==> src/itof_pkg.sv <==
`default_nettype none

package itof_pkg;

	// reorder-buffer tag
	localparam int rob_width = 4;

	// operand and result, int32 in and float32 out
	localparam int data_width = 32;

	// reservation station size
	localparam int n_entry = 2;

	// result queue depth, also the number of dispatch credits
	localparam int queue_depth = 3;

	// converter pipeline stages from disp_valid to conv_valid
	localparam int conv_latency = 2;

endpackage

`default_nettype wire

==> src/itof_station.sv <==
`default_nettype none

module itof_station (
	input  logic clk,
	input  logic reset,
	input  logic issue_valid,
	output logic issue_ready,
	input  logic [itof_pkg::rob_width-1:0] issue_tag,
	input  logic opd_valid,
	input  logic [itof_pkg::rob_width-1:0] opd_tag,
	input  logic [itof_pkg::data_width-1:0] opd_data,
	input  logic gpr_cdb_valid,
	input  logic [itof_pkg::rob_width-1:0] gpr_cdb_tag,
	input  logic [itof_pkg::data_width-1:0] gpr_cdb_data,
	input  logic can_dispatch,
	output logic disp_valid,
	output logic [itof_pkg::rob_width-1:0] disp_tag,
	output logic [itof_pkg::data_width-1:0] disp_data
);
	// entries stay packed from 0, lower index is older
	logic [itof_pkg::n_entry-1:0] e_valid;
	logic [itof_pkg::n_entry-1:0] e_opd_valid;
	logic [itof_pkg::rob_width-1:0] e_tag [itof_pkg::n_entry];
	logic [itof_pkg::rob_width-1:0] e_opd_tag [itof_pkg::n_entry];
	logic [itof_pkg::data_width-1:0] e_opd_data [itof_pkg::n_entry];

	// after cdb wakeup
	logic [itof_pkg::n_entry-1:0] w_opd_valid;
	logic [itof_pkg::data_width-1:0] w_opd_data [itof_pkg::n_entry];

	logic [itof_pkg::n_entry-1:0] n_valid;
	logic [itof_pkg::n_entry-1:0] n_opd_valid;
	logic [itof_pkg::rob_width-1:0] n_tag [itof_pkg::n_entry];
	logic [itof_pkg::rob_width-1:0] n_opd_tag [itof_pkg::n_entry];
	logic [itof_pkg::data_width-1:0] n_opd_data [itof_pkg::n_entry];

	logic new_opd_valid;
	logic [itof_pkg::data_width-1:0] new_opd_data;
	logic [itof_pkg::n_entry-1:0] rdy;
	logic [$clog2(itof_pkg::n_entry)-1:0] sel;
	logic take;

	always_comb begin
		for (int i = 0; i < itof_pkg::n_entry; i++) begin
			w_opd_valid[i] = e_opd_valid[i] || (gpr_cdb_valid && gpr_cdb_tag == e_opd_tag[i]);
			w_opd_data[i] = e_opd_valid[i] ? e_opd_data[i] : gpr_cdb_data;
		end
	end

	// incoming op can catch a broadcast in its issue cycle
	assign new_opd_valid = opd_valid || (gpr_cdb_valid && gpr_cdb_tag == opd_tag);
	assign new_opd_data = opd_valid ? opd_data : gpr_cdb_data;

	assign rdy = e_valid & e_opd_valid; // stored state only, wakeup counts next cycle

	always_comb begin
		sel = '0;
		for (int i = itof_pkg::n_entry - 1; i >= 0; i--) begin
			if (rdy[i])
				sel = i[$clog2(itof_pkg::n_entry)-1:0]; // lowest ready wins
		end
	end

	assign disp_valid = can_dispatch && (|rdy);
	assign disp_tag = e_tag[sel];
	assign disp_data = e_opd_data[sel];

	assign issue_ready = !e_valid[itof_pkg::n_entry-1] || disp_valid;
	assign take = issue_valid && issue_ready;

	always_comb begin
		logic placed;
		placed = 1'b0;
		n_valid = e_valid;
		n_opd_valid = w_opd_valid;
		n_tag = e_tag;
		n_opd_tag = e_opd_tag;
		n_opd_data = w_opd_data;
		if (disp_valid) begin
			for (int i = 0; i < itof_pkg::n_entry - 1; i++) begin
				if (i >= sel) begin // close the gap
					n_valid[i] = e_valid[i+1];
					n_opd_valid[i] = w_opd_valid[i+1];
					n_tag[i] = e_tag[i+1];
					n_opd_tag[i] = e_opd_tag[i+1];
					n_opd_data[i] = w_opd_data[i+1];
				end
			end
			n_valid[itof_pkg::n_entry-1] = 1'b0;
		end
		for (int i = 0; i < itof_pkg::n_entry; i++) begin
			if (take && !placed && !n_valid[i]) begin // first free slot
				n_valid[i] = 1'b1;
				n_opd_valid[i] = new_opd_valid;
				n_tag[i] = issue_tag;
				n_opd_tag[i] = opd_tag;
				n_opd_data[i] = new_opd_data;
				placed = 1'b1;
			end
		end
	end

	always_ff @(posedge clk) begin
		if (reset)
			e_valid <= '0;
		else
			e_valid <= n_valid;
	end

	always_ff @(posedge clk) begin
		e_opd_valid <= n_opd_valid;
		e_tag <= n_tag;
		e_opd_tag <= n_opd_tag;
		e_opd_data <= n_opd_data;
	end

	// credit counter is the only thing allowed to open the gate
	a_disp_credit: assert property (@(posedge clk) disable iff (reset)
		!can_dispatch |-> !disp_valid);

endmodule

`default_nettype wire

==> src/itof_convert.sv <==
`default_nettype none

module itof_convert (
	input  logic clk,
	input  logic reset,
	input  logic in_valid,
	input  logic [itof_pkg::rob_width-1:0] in_tag,
	input  logic [itof_pkg::data_width-1:0] in_data,
	output logic out_valid,
	output logic [itof_pkg::rob_width-1:0] out_tag,
	output logic [itof_pkg::data_width-1:0] out_data
);
	logic [itof_pkg::data_width-1:0] mag;
	logic [$clog2(itof_pkg::data_width+1)-1:0] lz;

	logic s1_valid;
	logic [itof_pkg::rob_width-1:0] s1_tag;
	logic s1_sign;
	logic [itof_pkg::data_width-1:0] s1_mag;
	logic [$clog2(itof_pkg::data_width+1)-1:0] s1_lzc;

	logic [itof_pkg::data_width-1:0] norm;
	logic [7:0] exp_biased;
	logic guard;
	logic sticky;
	logic round_up;
	logic [30:0] rounded;

	// stage 1: sign, magnitude, leading zeros
	assign mag = in_data[31] ? -in_data : in_data; // 0x80000000 stays as 2^31

	always_comb begin
		lz = 6'd32;
		for (int i = 0; i < itof_pkg::data_width; i++) begin
			if (mag[i])
				lz = 6'(31 - i);
		end
	end

	always_ff @(posedge clk) begin
		if (reset)
			s1_valid <= 1'b0;
		else
			s1_valid <= in_valid;
	end

	always_ff @(posedge clk) begin
		s1_tag <= in_tag;
		s1_sign <= in_data[31];
		s1_mag <= mag;
		s1_lzc <= lz;
	end

	// stage 2: normalize, round, pack
	assign norm = s1_mag << s1_lzc; // leading one now at bit 31
	assign exp_biased = 8'd158 - 8'(s1_lzc); // 127 + 31
	assign guard = norm[7];
	assign sticky = |norm[6:0];
	assign round_up = guard && (sticky || norm[8]); // ties go to even

	// carry out of the mantissa bumps the exponent
	assign rounded = {exp_biased, norm[30:8]} + 31'(round_up);

	always_ff @(posedge clk) begin
		if (reset)
			out_valid <= 1'b0;
		else
			out_valid <= s1_valid;
	end

	always_ff @(posedge clk) begin
		out_tag <= s1_tag;
		if (s1_lzc == 6'd32)
			out_data <= '0; // +0.0
		else
			out_data <= {s1_sign, rounded};
	end

endmodule

`default_nettype wire

==> src/itof_credit.sv <==
`default_nettype none

module itof_credit (
	input  logic clk,
	input  logic reset,
	input  logic dispatch,
	input  logic depart,
	output logic can_dispatch
);
	// results in the converter plus results in the queue
	logic [$clog2(itof_pkg::queue_depth+1)-1:0] count;

	always_ff @(posedge clk) begin
		if (reset)
			count <= '0;
		else if (dispatch && !depart)
			count <= count + 1'b1;
		else if (depart && !dispatch)
			count <= count - 1'b1;
	end

	assign can_dispatch = count < itof_pkg::queue_depth;

	a_count_max: assert property (@(posedge clk) disable iff (reset)
		count <= itof_pkg::queue_depth);

	// a dispatched op holds its credit until it can reach the result port
	a_credit_held: assert property (@(posedge clk) disable iff (reset)
		dispatch |=> (count != 0) [*(itof_pkg::conv_latency + 1)]);

endmodule

`default_nettype wire

==> src/result_queue.sv <==
`default_nettype none

module result_queue (
	input  logic clk,
	input  logic reset,
	input  logic push,
	input  logic [itof_pkg::rob_width-1:0] push_tag,
	input  logic [itof_pkg::data_width-1:0] push_data,
	output logic pop_valid,
	input  logic pop_ready,
	output logic [itof_pkg::rob_width-1:0] pop_tag,
	output logic [itof_pkg::data_width-1:0] pop_data
);
	logic [itof_pkg::rob_width-1:0] q_tag [itof_pkg::queue_depth];
	logic [itof_pkg::data_width-1:0] q_data [itof_pkg::queue_depth];
	logic [$clog2(itof_pkg::queue_depth)-1:0] wr_ptr;
	logic [$clog2(itof_pkg::queue_depth)-1:0] rd_ptr;
	logic [$clog2(itof_pkg::queue_depth+1)-1:0] count;
	logic pop;

	function automatic logic [$clog2(itof_pkg::queue_depth)-1:0] next_ptr(
		input logic [$clog2(itof_pkg::queue_depth)-1:0] p
	);
		if (p == itof_pkg::queue_depth - 1)
			return '0; // depth is not a power of two
		return p + 1'b1;
	endfunction

	assign pop_valid = count != 0;
	assign pop = pop_valid && pop_ready;
	assign pop_tag = q_tag[rd_ptr];
	assign pop_data = q_data[rd_ptr];

	always_ff @(posedge clk) begin
		if (reset) begin
			wr_ptr <= '0;
			rd_ptr <= '0;
			count <= '0;
		end else begin
			if (push)
				wr_ptr <= next_ptr(wr_ptr);
			if (pop)
				rd_ptr <= next_ptr(rd_ptr);
			if (push && !pop)
				count <= count + 1'b1;
			else if (pop && !push)
				count <= count - 1'b1;
		end
	end

	always_ff @(posedge clk) begin
		if (push) begin
			q_tag[wr_ptr] <= push_tag;
			q_data[wr_ptr] <= push_data;
		end
	end

	a_no_overflow: assert property (@(posedge clk) disable iff (reset)
		push |-> count < itof_pkg::queue_depth);

	a_hold_stall: assert property (@(posedge clk) disable iff (reset)
		pop_valid && !pop_ready |=> pop_valid && $stable(pop_tag) && $stable(pop_data));

endmodule

`default_nettype wire

==> src/itof_unit.sv <==
`default_nettype none

module itof_unit (
	input  logic clk,
	input  logic reset,
	input  logic issue_valid,
	output logic issue_ready,
	input  logic [itof_pkg::rob_width-1:0] issue_tag,
	input  logic opd_valid,
	input  logic [itof_pkg::rob_width-1:0] opd_tag,
	input  logic [itof_pkg::data_width-1:0] opd_data,
	input  logic gpr_cdb_valid,
	input  logic [itof_pkg::rob_width-1:0] gpr_cdb_tag,
	input  logic [itof_pkg::data_width-1:0] gpr_cdb_data,
	output logic cdb_valid,
	input  logic cdb_ready,
	output logic [itof_pkg::rob_width-1:0] cdb_tag,
	output logic [itof_pkg::data_width-1:0] cdb_data
);
	logic can_dispatch;
	logic disp_valid;
	logic [itof_pkg::rob_width-1:0] disp_tag;
	logic [itof_pkg::data_width-1:0] disp_data;
	logic conv_valid;
	logic [itof_pkg::rob_width-1:0] conv_tag;
	logic [itof_pkg::data_width-1:0] conv_data;
	logic cdb_fire;

	assign cdb_fire = cdb_valid && cdb_ready; // frees a credit

	itof_station u_station (
		.clk(clk),
		.reset(reset),
		.issue_valid(issue_valid),
		.issue_ready(issue_ready),
		.issue_tag(issue_tag),
		.opd_valid(opd_valid),
		.opd_tag(opd_tag),
		.opd_data(opd_data),
		.gpr_cdb_valid(gpr_cdb_valid),
		.gpr_cdb_tag(gpr_cdb_tag),
		.gpr_cdb_data(gpr_cdb_data),
		.can_dispatch(can_dispatch),
		.disp_valid(disp_valid),
		.disp_tag(disp_tag),
		.disp_data(disp_data)
	);

	itof_credit u_credit (
		.clk(clk),
		.reset(reset),
		.dispatch(disp_valid),
		.depart(cdb_fire),
		.can_dispatch(can_dispatch)
	);

	itof_convert u_convert (
		.clk(clk),
		.reset(reset),
		.in_valid(disp_valid),
		.in_tag(disp_tag),
		.in_data(disp_data),
		.out_valid(conv_valid),
		.out_tag(conv_tag),
		.out_data(conv_data)
	);

	result_queue u_queue (
		.clk(clk),
		.reset(reset),
		.push(conv_valid), // room guaranteed by credits
		.push_tag(conv_tag),
		.push_data(conv_data),
		.pop_valid(cdb_valid),
		.pop_ready(cdb_ready),
		.pop_tag(cdb_tag),
		.pop_data(cdb_data)
	);

endmodule

`default_nettype wire

==> config.mk <==
export PLATFORM = sky130hd
export DESIGN_NAME = itof_unit
export DESIGN_NICKNAME = d
export VERILOG_FILES = /design/src/itof_pkg.sv /design/src/itof_station.sv /design/src/itof_convert.sv /design/src/itof_credit.sv /design/src/result_queue.sv /design/src/itof_unit.sv
export SDC_FILE = /design/constraint.sdc
export NUM_CORES = 1
export LEC_CHECK = 0
export ABC_AREA = 1
export BUFFER_PORTS_ARGS = -buffer_cell sky130_fd_sc_hd__buf_2
export CORE_MARGIN = 1.5
export CORE_UTILIZATION = 49
export DETAILED_ROUTE_END_ITERATION = 7
export PLACE_DENSITY = 0.67
export SYNTH_ARGS = -nofsm -noshare
export SYNTH_HDL_FRONTEND = slang
export SYNTH_SLANG_ARGS = --single-unit
==> constraint.sdc <==
create_clock -name clk -period 5 [get_ports clk]
set_clock_uncertainty 0.1 [all_clocks]
set_input_delay 1 -clock clk [delete_from_list [all_inputs] [get_ports clk]]
set_output_delay 1 -clock clk [all_outputs]
set_load 0.02 [all_outputs]
Word-level counts from Yosys, hierarchy flattened
Memories as Yosys holds them, arrays and structs flattened. A register that Yosys moved wholly into a read port is not among the register bits.
Cells that the tools add are included.
{ "op_classes": {"muxes": 82, "n_eq_ne": 6, "n_bitwise": 2, "magnitude_cmp": 3, "reduce_logical": 39, "addsub": 9, "n_shift": 1} }
{ "ops": {"columns": ["cell", "count"], "rows": [
  ["$mux 32", 11],
  ["$mux 5", 15],
  ["$mux 4", 17],
  ["$neg 32->32", 1],
  ["$shl 32x6->31", 1],
  ["$add 31x1->31", 1],
  ["$reduce_or 31->1", 1],
  ["$mux 2", 15],
  ["$mux 1", 19],
  ["$reduce_or 16->1", 1],
  ["$logic_and 1x1->1", 14],
  ["$eq 4x4->1", 3],
  ["$mux 3", 4],
  ["$reduce_bool 2->1", 5],
  ["$add 2x1->2 const B", 4],
  ["$reduce_or 8->1", 1],
  ["$sub 8x6->8 const A", 1],
  ["$logic_not 1->1", 7],
  ["$reduce_or 7->1", 1],
  ["$eq 6x6->1 const B", 1],
  ["$mux 6", 1],
  ["$logic_or 1x1->1", 5],
  ["$eq 2x2->1 const B", 2],
  ["$reduce_or 2->1", 2],
  ["8 further kinds", 9]
]} }
{ "totals": {"memories": 2, "input_bits": 82, "mem_bits_rw": 108, "word_cells": 169, "output_inout_bits": 38, "ff_bits": 173} }
{ "memory_table": {"columns": ["name", "depth", "word_bits", "rd", "rd_ports_with_merged_regs", "wr", "line_no", "text"], "rows": [
  ["u_queue.q_data", 3, 32, 1, 1, 1, "result_queue.sv:15", "logic [itof_pkg::data_width-1:0] q_data [itof_pkg::queue_depth];"],
  ["u_queue.q_tag", 3, 4, 1, 1, 1, "result_queue.sv:14", "logic [itof_pkg::rob_width-1:0] q_tag [itof_pkg::queue_depth];"]
]} }

Logic depth before layout (Yosys ltp)
{ "depth": {"ltp_word": 40, "ltp_mapped": 36} }

By module
A second synthesis with hierarchy kept.
{ "unflattened": {"cells_unflattened": 1913, "hier_area_um2": 14865.5} }
{ "modules_own_cells": {"columns": ["module", "n_inst", "area_per_inst_um2", "seq_area_each_um2", "cells_per_inst"], "rows": [
  ["itof_convert", 1, 5361.4, 1601.5, 825],
  ["itof_station", 1, 4967.3, 1841.8, 749],
  ["result_queue", 1, 4404.2, 3403.3, 317],
  ["itof_credit", 1, 125.1, 40.0, 20],
  ["itof_unit", 1, 7.5, 0.0, 2]
]} }

Least setup slack after synthesis
OpenSTA, ideal clock, no wires.
{ "synth_path": {"kind": "reg2reg", "startpoint": "register u_queue.wr_ptr[0] (netlist bit)", "endpoint": "memory u_queue.q_data[1][0] (netlist bit) (enable)", "required_ns": 4.424, "arrival_ns": 2.924, "stages_incl_launch_ff": 3, "synth_period_minus_slack_ns": 3.501, "n_path_buf": 0, "path_slack_ns": 1.499, "path_cell_list": "dfxtp_1 > inv_1 > nor3_1"} }
{ "synth_lines": {"columns": ["element", "line_no", "text"], "rows": [
  ["start, declared", "result_queue.sv:16", "logic [$clog2(itof_pkg::queue_depth)-1:0] wr_ptr;"],
  ["start signal, assigned", "result_queue.sv:41", "wr_ptr <= next_ptr(wr_ptr);"],
  ["end, declared", "result_queue.sv:15", null]
]} }
No word-level cell before the write port.

Worst setup path in the final report
{ "layout_path": {"startpoint": "register u_convert.s1_lzc[0] (netlist bit)", "endpoint": "register u_convert.out_data[26] (netlist bit)"} }
{ "layout_via": {"elab_chain_len": 5, "elab_cells_between_ends": 7, "classes_between": "2 x add/sub; 1 x eq/ne; 1 x shift; 3 x reduce/logical"} }
{ "layout_lines": {"columns": ["element", "line_no", "text"], "rows": [
  ["start, declared", "itof_convert.sv:20", "logic [$clog2(itof_pkg::data_width+1)-1:0] s1_lzc;"],
  ["start signal, assigned", "itof_convert.sv:51", "s1_lzc <= lz;"],
  ["$shl 32x6->31", "itof_convert.sv:55", "assign norm = s1_mag << s1_lzc;"],
  ["$reduce_or 7->1", "itof_convert.sv:58", "assign sticky = |norm[6:0];"],
  ["$logic_or 1x1->1", "itof_convert.sv:59", "assign round_up = guard && (sticky || norm[8]);"],
  ["$logic_and 1x1->1", "itof_convert.sv:59", null],
  ["$add 31x1->31", "itof_convert.sv:62", "assign rounded = {exp_biased, norm[30:8]} + 31'(round_up);"],
  ["end signal, assigned", "itof_convert.sv:76", "out_data <= {s1_sign, rounded};"],
  ["end, declared", "itof_convert.sv:11", "output logic [itof_pkg::data_width-1:0] out_data"]
]} }
Several ways; a longest one is shown, not always the timed one.
A chain may end at the register's enable or synchronous reset.

==> results.cfg <==
[clock_tree]
postCtsSetupBuffers = 0
post_cts_resize_count = 0
insertion_delay_ns = 0.56
path_clk_slew_ns = 0.06
htree_levels = 1
cts.sinks = 282
cts_tree = built
cts_buffers = 29
clock_path_buffers = 3
cts_root_buf = clkbuf_16
hold_buffers = 0

[min_path]
holdCritPathClass = reg -> reg
hold_path.startpoint = u_convert.s1_tag[3]$_DFF_P_
min_to = u_convert.out_tag[3]$_DFF_P_
min_path_cells = 0

[layout]
drive_above_1_share = 0.141
final_common_cell = nand2_1
syn2layout_area_growth_pct = 13.4
antennaDiodeCount = 0
final_nets = 1941
final_cell_mix = 457 x nand2_1, 187 x o21ai_0, 167 x inv_1

[route]
drt.antenna.violating_nets = 0
wl_per_cell_um = 14.8
drt_wl_total_um = 33500
route.vias.total = 11800
initialDrtViolationCount = 831
vias_per_cell = 5.21
drtPass1Iterations = 5
drc = 0

[die]
coreArea_mm2 = 0.0285
start_util = 0.496
io_pins = 120
fp-row-count = 62
die_height_um = 173
die-area_mm2 = 0.0299
die_w_um = 173

[sta]
fmax_mhz = 233
relSlewSlack = 0.374
final_hold_viol_count = 0
finalSetupTns_ns = 0
timing.final.crit_share = 0.857
worst-slew-pin-transition_ns = 0.938
slew_viol_final = 0
rsz0062_at_grt = no
finalCriticalPeriod_ns = 4.28
setup_viol = 0

[place]
dp_hpwl_um = 23600
gp_congestion = 0.887
portBuffers = 119

[flow_run]
cap_viol_max_count = 0

[critical_path]
r2r_slack_ns = 0.72
rr_endpoint = u_convert.out_data[26]$_SDFF_PN0_
startpoint_type = flop
crit_top_cell = nand2_1
r2r_cells = 26
path_buf_inv = 4
crit_slowest_cell = dfxtp_1
crit_family = simple AND/OR/NAND/NOR gates
crit_required_ns = 5.35
max_stage_delay_ns = 0.52
cp-end-kind = flop
critPathArrivalTime_ns = 4.64
crit_type = reg -> reg
reg2reg_from = u_convert.s1_lzc[0]$_SDFF_PP0_
cp_max_fo = 32

[power_and_ir_drop]
peakVddDrop_uv = 337
p_per_area_mw_per_mm2 = 638
power_mw = 10.2
p_leak_nw = 7.08

[synth]
yosys_most_used_dff = dfxtp_1
synth_top_area_share = 0.263
synthesis.area_mm2 = 0.0142
synth_edf_count = 124
syn_nets = 1855
yosysWarnings = 0
synthDistinctLibCells = 56
synthArstFlopShare = 0
syn-instance-count = 1766
ys_seq_area_frac = 0.486
ys_top_cells_by_area = edfxtp_1 26%, dfxtp_1 22%, nand2_1 12%
synth-seq-cells = 282
syn_area_per_cell_um2 = 8.02
yosys.area.top_type = edfxtp_1

[global_routing]
grt.total_usage = 0.223
antenna_found_initial = 0
grt_overflow_total = 0
grt_pass1_vias = 11200
grt_pass1_wl_um = 55200
grt_max_degree = 67

[status]
status = finished clean
-- per-stage QoR --
step / std cells / setup slack (ns) / hold slack [ns] / utilization / cell area (um^2)
6_report: 2259 / 0.717 / 0.227 / 0.563 / 16100
5_1_grt: 2259 / 0.196 / 0.235 / 0.563 / 16100
4_1_cts: 2259 / 0.749 / 0.227 / 0.563 / 16100
3_5_place_dp: 2205 / 0.767 / 0.212 / 0.527 / 15000
3_3_place_gp: 2205 / 0.863 / 0.213 / 0.527 / 15000
2_1_floorplan: 1766 / 1.50 / 0.210 / - / 14200
-- final cells by class --
| class | count | area, um^2 |
|---|---|---|
| clock inverters | 20 | 234 |
| flip-flops and latches | 282 | 6890 |
| fillers | 2661 | 12500 |
| multi-input cells | 1215 | 6210 |
| repair buffers | 142 | 768 |
| clock buffers | 34 | 795 |
| well taps | 384 | 480 |
| inverters | 182 | 683 |
-- cells by family (layout without fill, tap and decap cells) --
kind of cell	after synthesis	after routing	share of synthesized area
AOI/OAI and AO/OA	417	417	0.167
xor gates and xnor gates	50	50	0.0314
adders and majority gates	7	7	0.00618
buffers and inverters	269	378	0.0763
DFF	282	282	0.486
muxes	23	23	0.0165
and+or+nand+nor	718	718	0.216
-- worst max-delay path by stage --
stage	startpoint	endpoint	slack [ns]	cells past startpoint
floorplan	u_queue.wr_ptr[0]$_SDFFE_PP0P_	u_queue.q_data[1][0]$_DFFE_PP_	1.50	2
global placement	u_convert.s1_lzc[0]$_SDFF_PP0_	u_convert.out_data[26]$_SDFF_PN0_	0.86	26
detailed placement	u_convert.s1_lzc[0]$_SDFF_PP0_	u_convert.out_data[26]$_SDFF_PN0_	0.77	26
CTS	u_convert.s1_lzc[0]$_SDFF_PP0_	u_convert.out_data[26]$_SDFF_PN0_	0.75	26
global route	u_convert.s1_lzc[0]$_SDFF_PP0_	u_convert.out_data[26]$_SDFF_PN0_	0.20	26
finish	u_convert.s1_lzc[0]$_SDFF_PP0_	u_convert.out_data[26]$_SDFF_PN0_	0.72	26
-- cell usage after synthesis (all sizes together) (4+ instances only) --
| cell type | n |
|---|---|
| nor2 | 139 |
| a21oi | 97 |
| a211oi | 4 |
| xnor2 | 13 |
| buf | 31 |
| or2 | 9 |
| edfxtp | 124 |
| dfxtp | 158 |
| xor2 | 37 |
| nand3 | 49 |
| nand4 | 20 |
| clkbuf | 56 |
| nor3 | 17 |
| o22ai | 12 |
| clkinv | 4 |
| ha | 7 |
| nand2 | 468 |
| mux2i | 23 |
| inv | 178 |
| o211ai | 71 |
| o21ai | 216 |
| nor4 | 6 |
| o31ai | 4 |
-- sequential cells by signal (all words and copies together), names as in the netlist, named ones only --
register and flops:
u_station.e_opd_tag 8, u_convert.out_valid 1, u_station.e_tag 8, u_station.e_opd_data 64, u_station.e_valid 2, u_queue.q_tag 12
u_convert.s1_lzc 6, u_convert.s1_mag 31, u_queue.count 2, u_credit.count 2, u_queue.wr_ptr 2, u_queue.q_data 96
u_convert.s1_tag 4, u_convert.s1_sign 1, u_convert.out_data 32, u_station.e_opd_valid 2, u_convert.s1_valid 1, u_queue.rd_ptr 2
u_convert.out_tag 4
-- metal layers --
layer	global-route usage	wire length [um]	vias to the layer above
met3	0.0264	1490	52
met4	0.0601	829	0
met2	0.404	16600	286
met1	0.280	14500	5361
met5	0	0	-
li1	-	-	6076
-- report_power, final --
group,switching (mW),internal (mW)
sequential,0.329,3.08
combinational,3.11,1.46
clock,0.946,1.32
No activity file was read; power rests on OpenSTA's default activity.
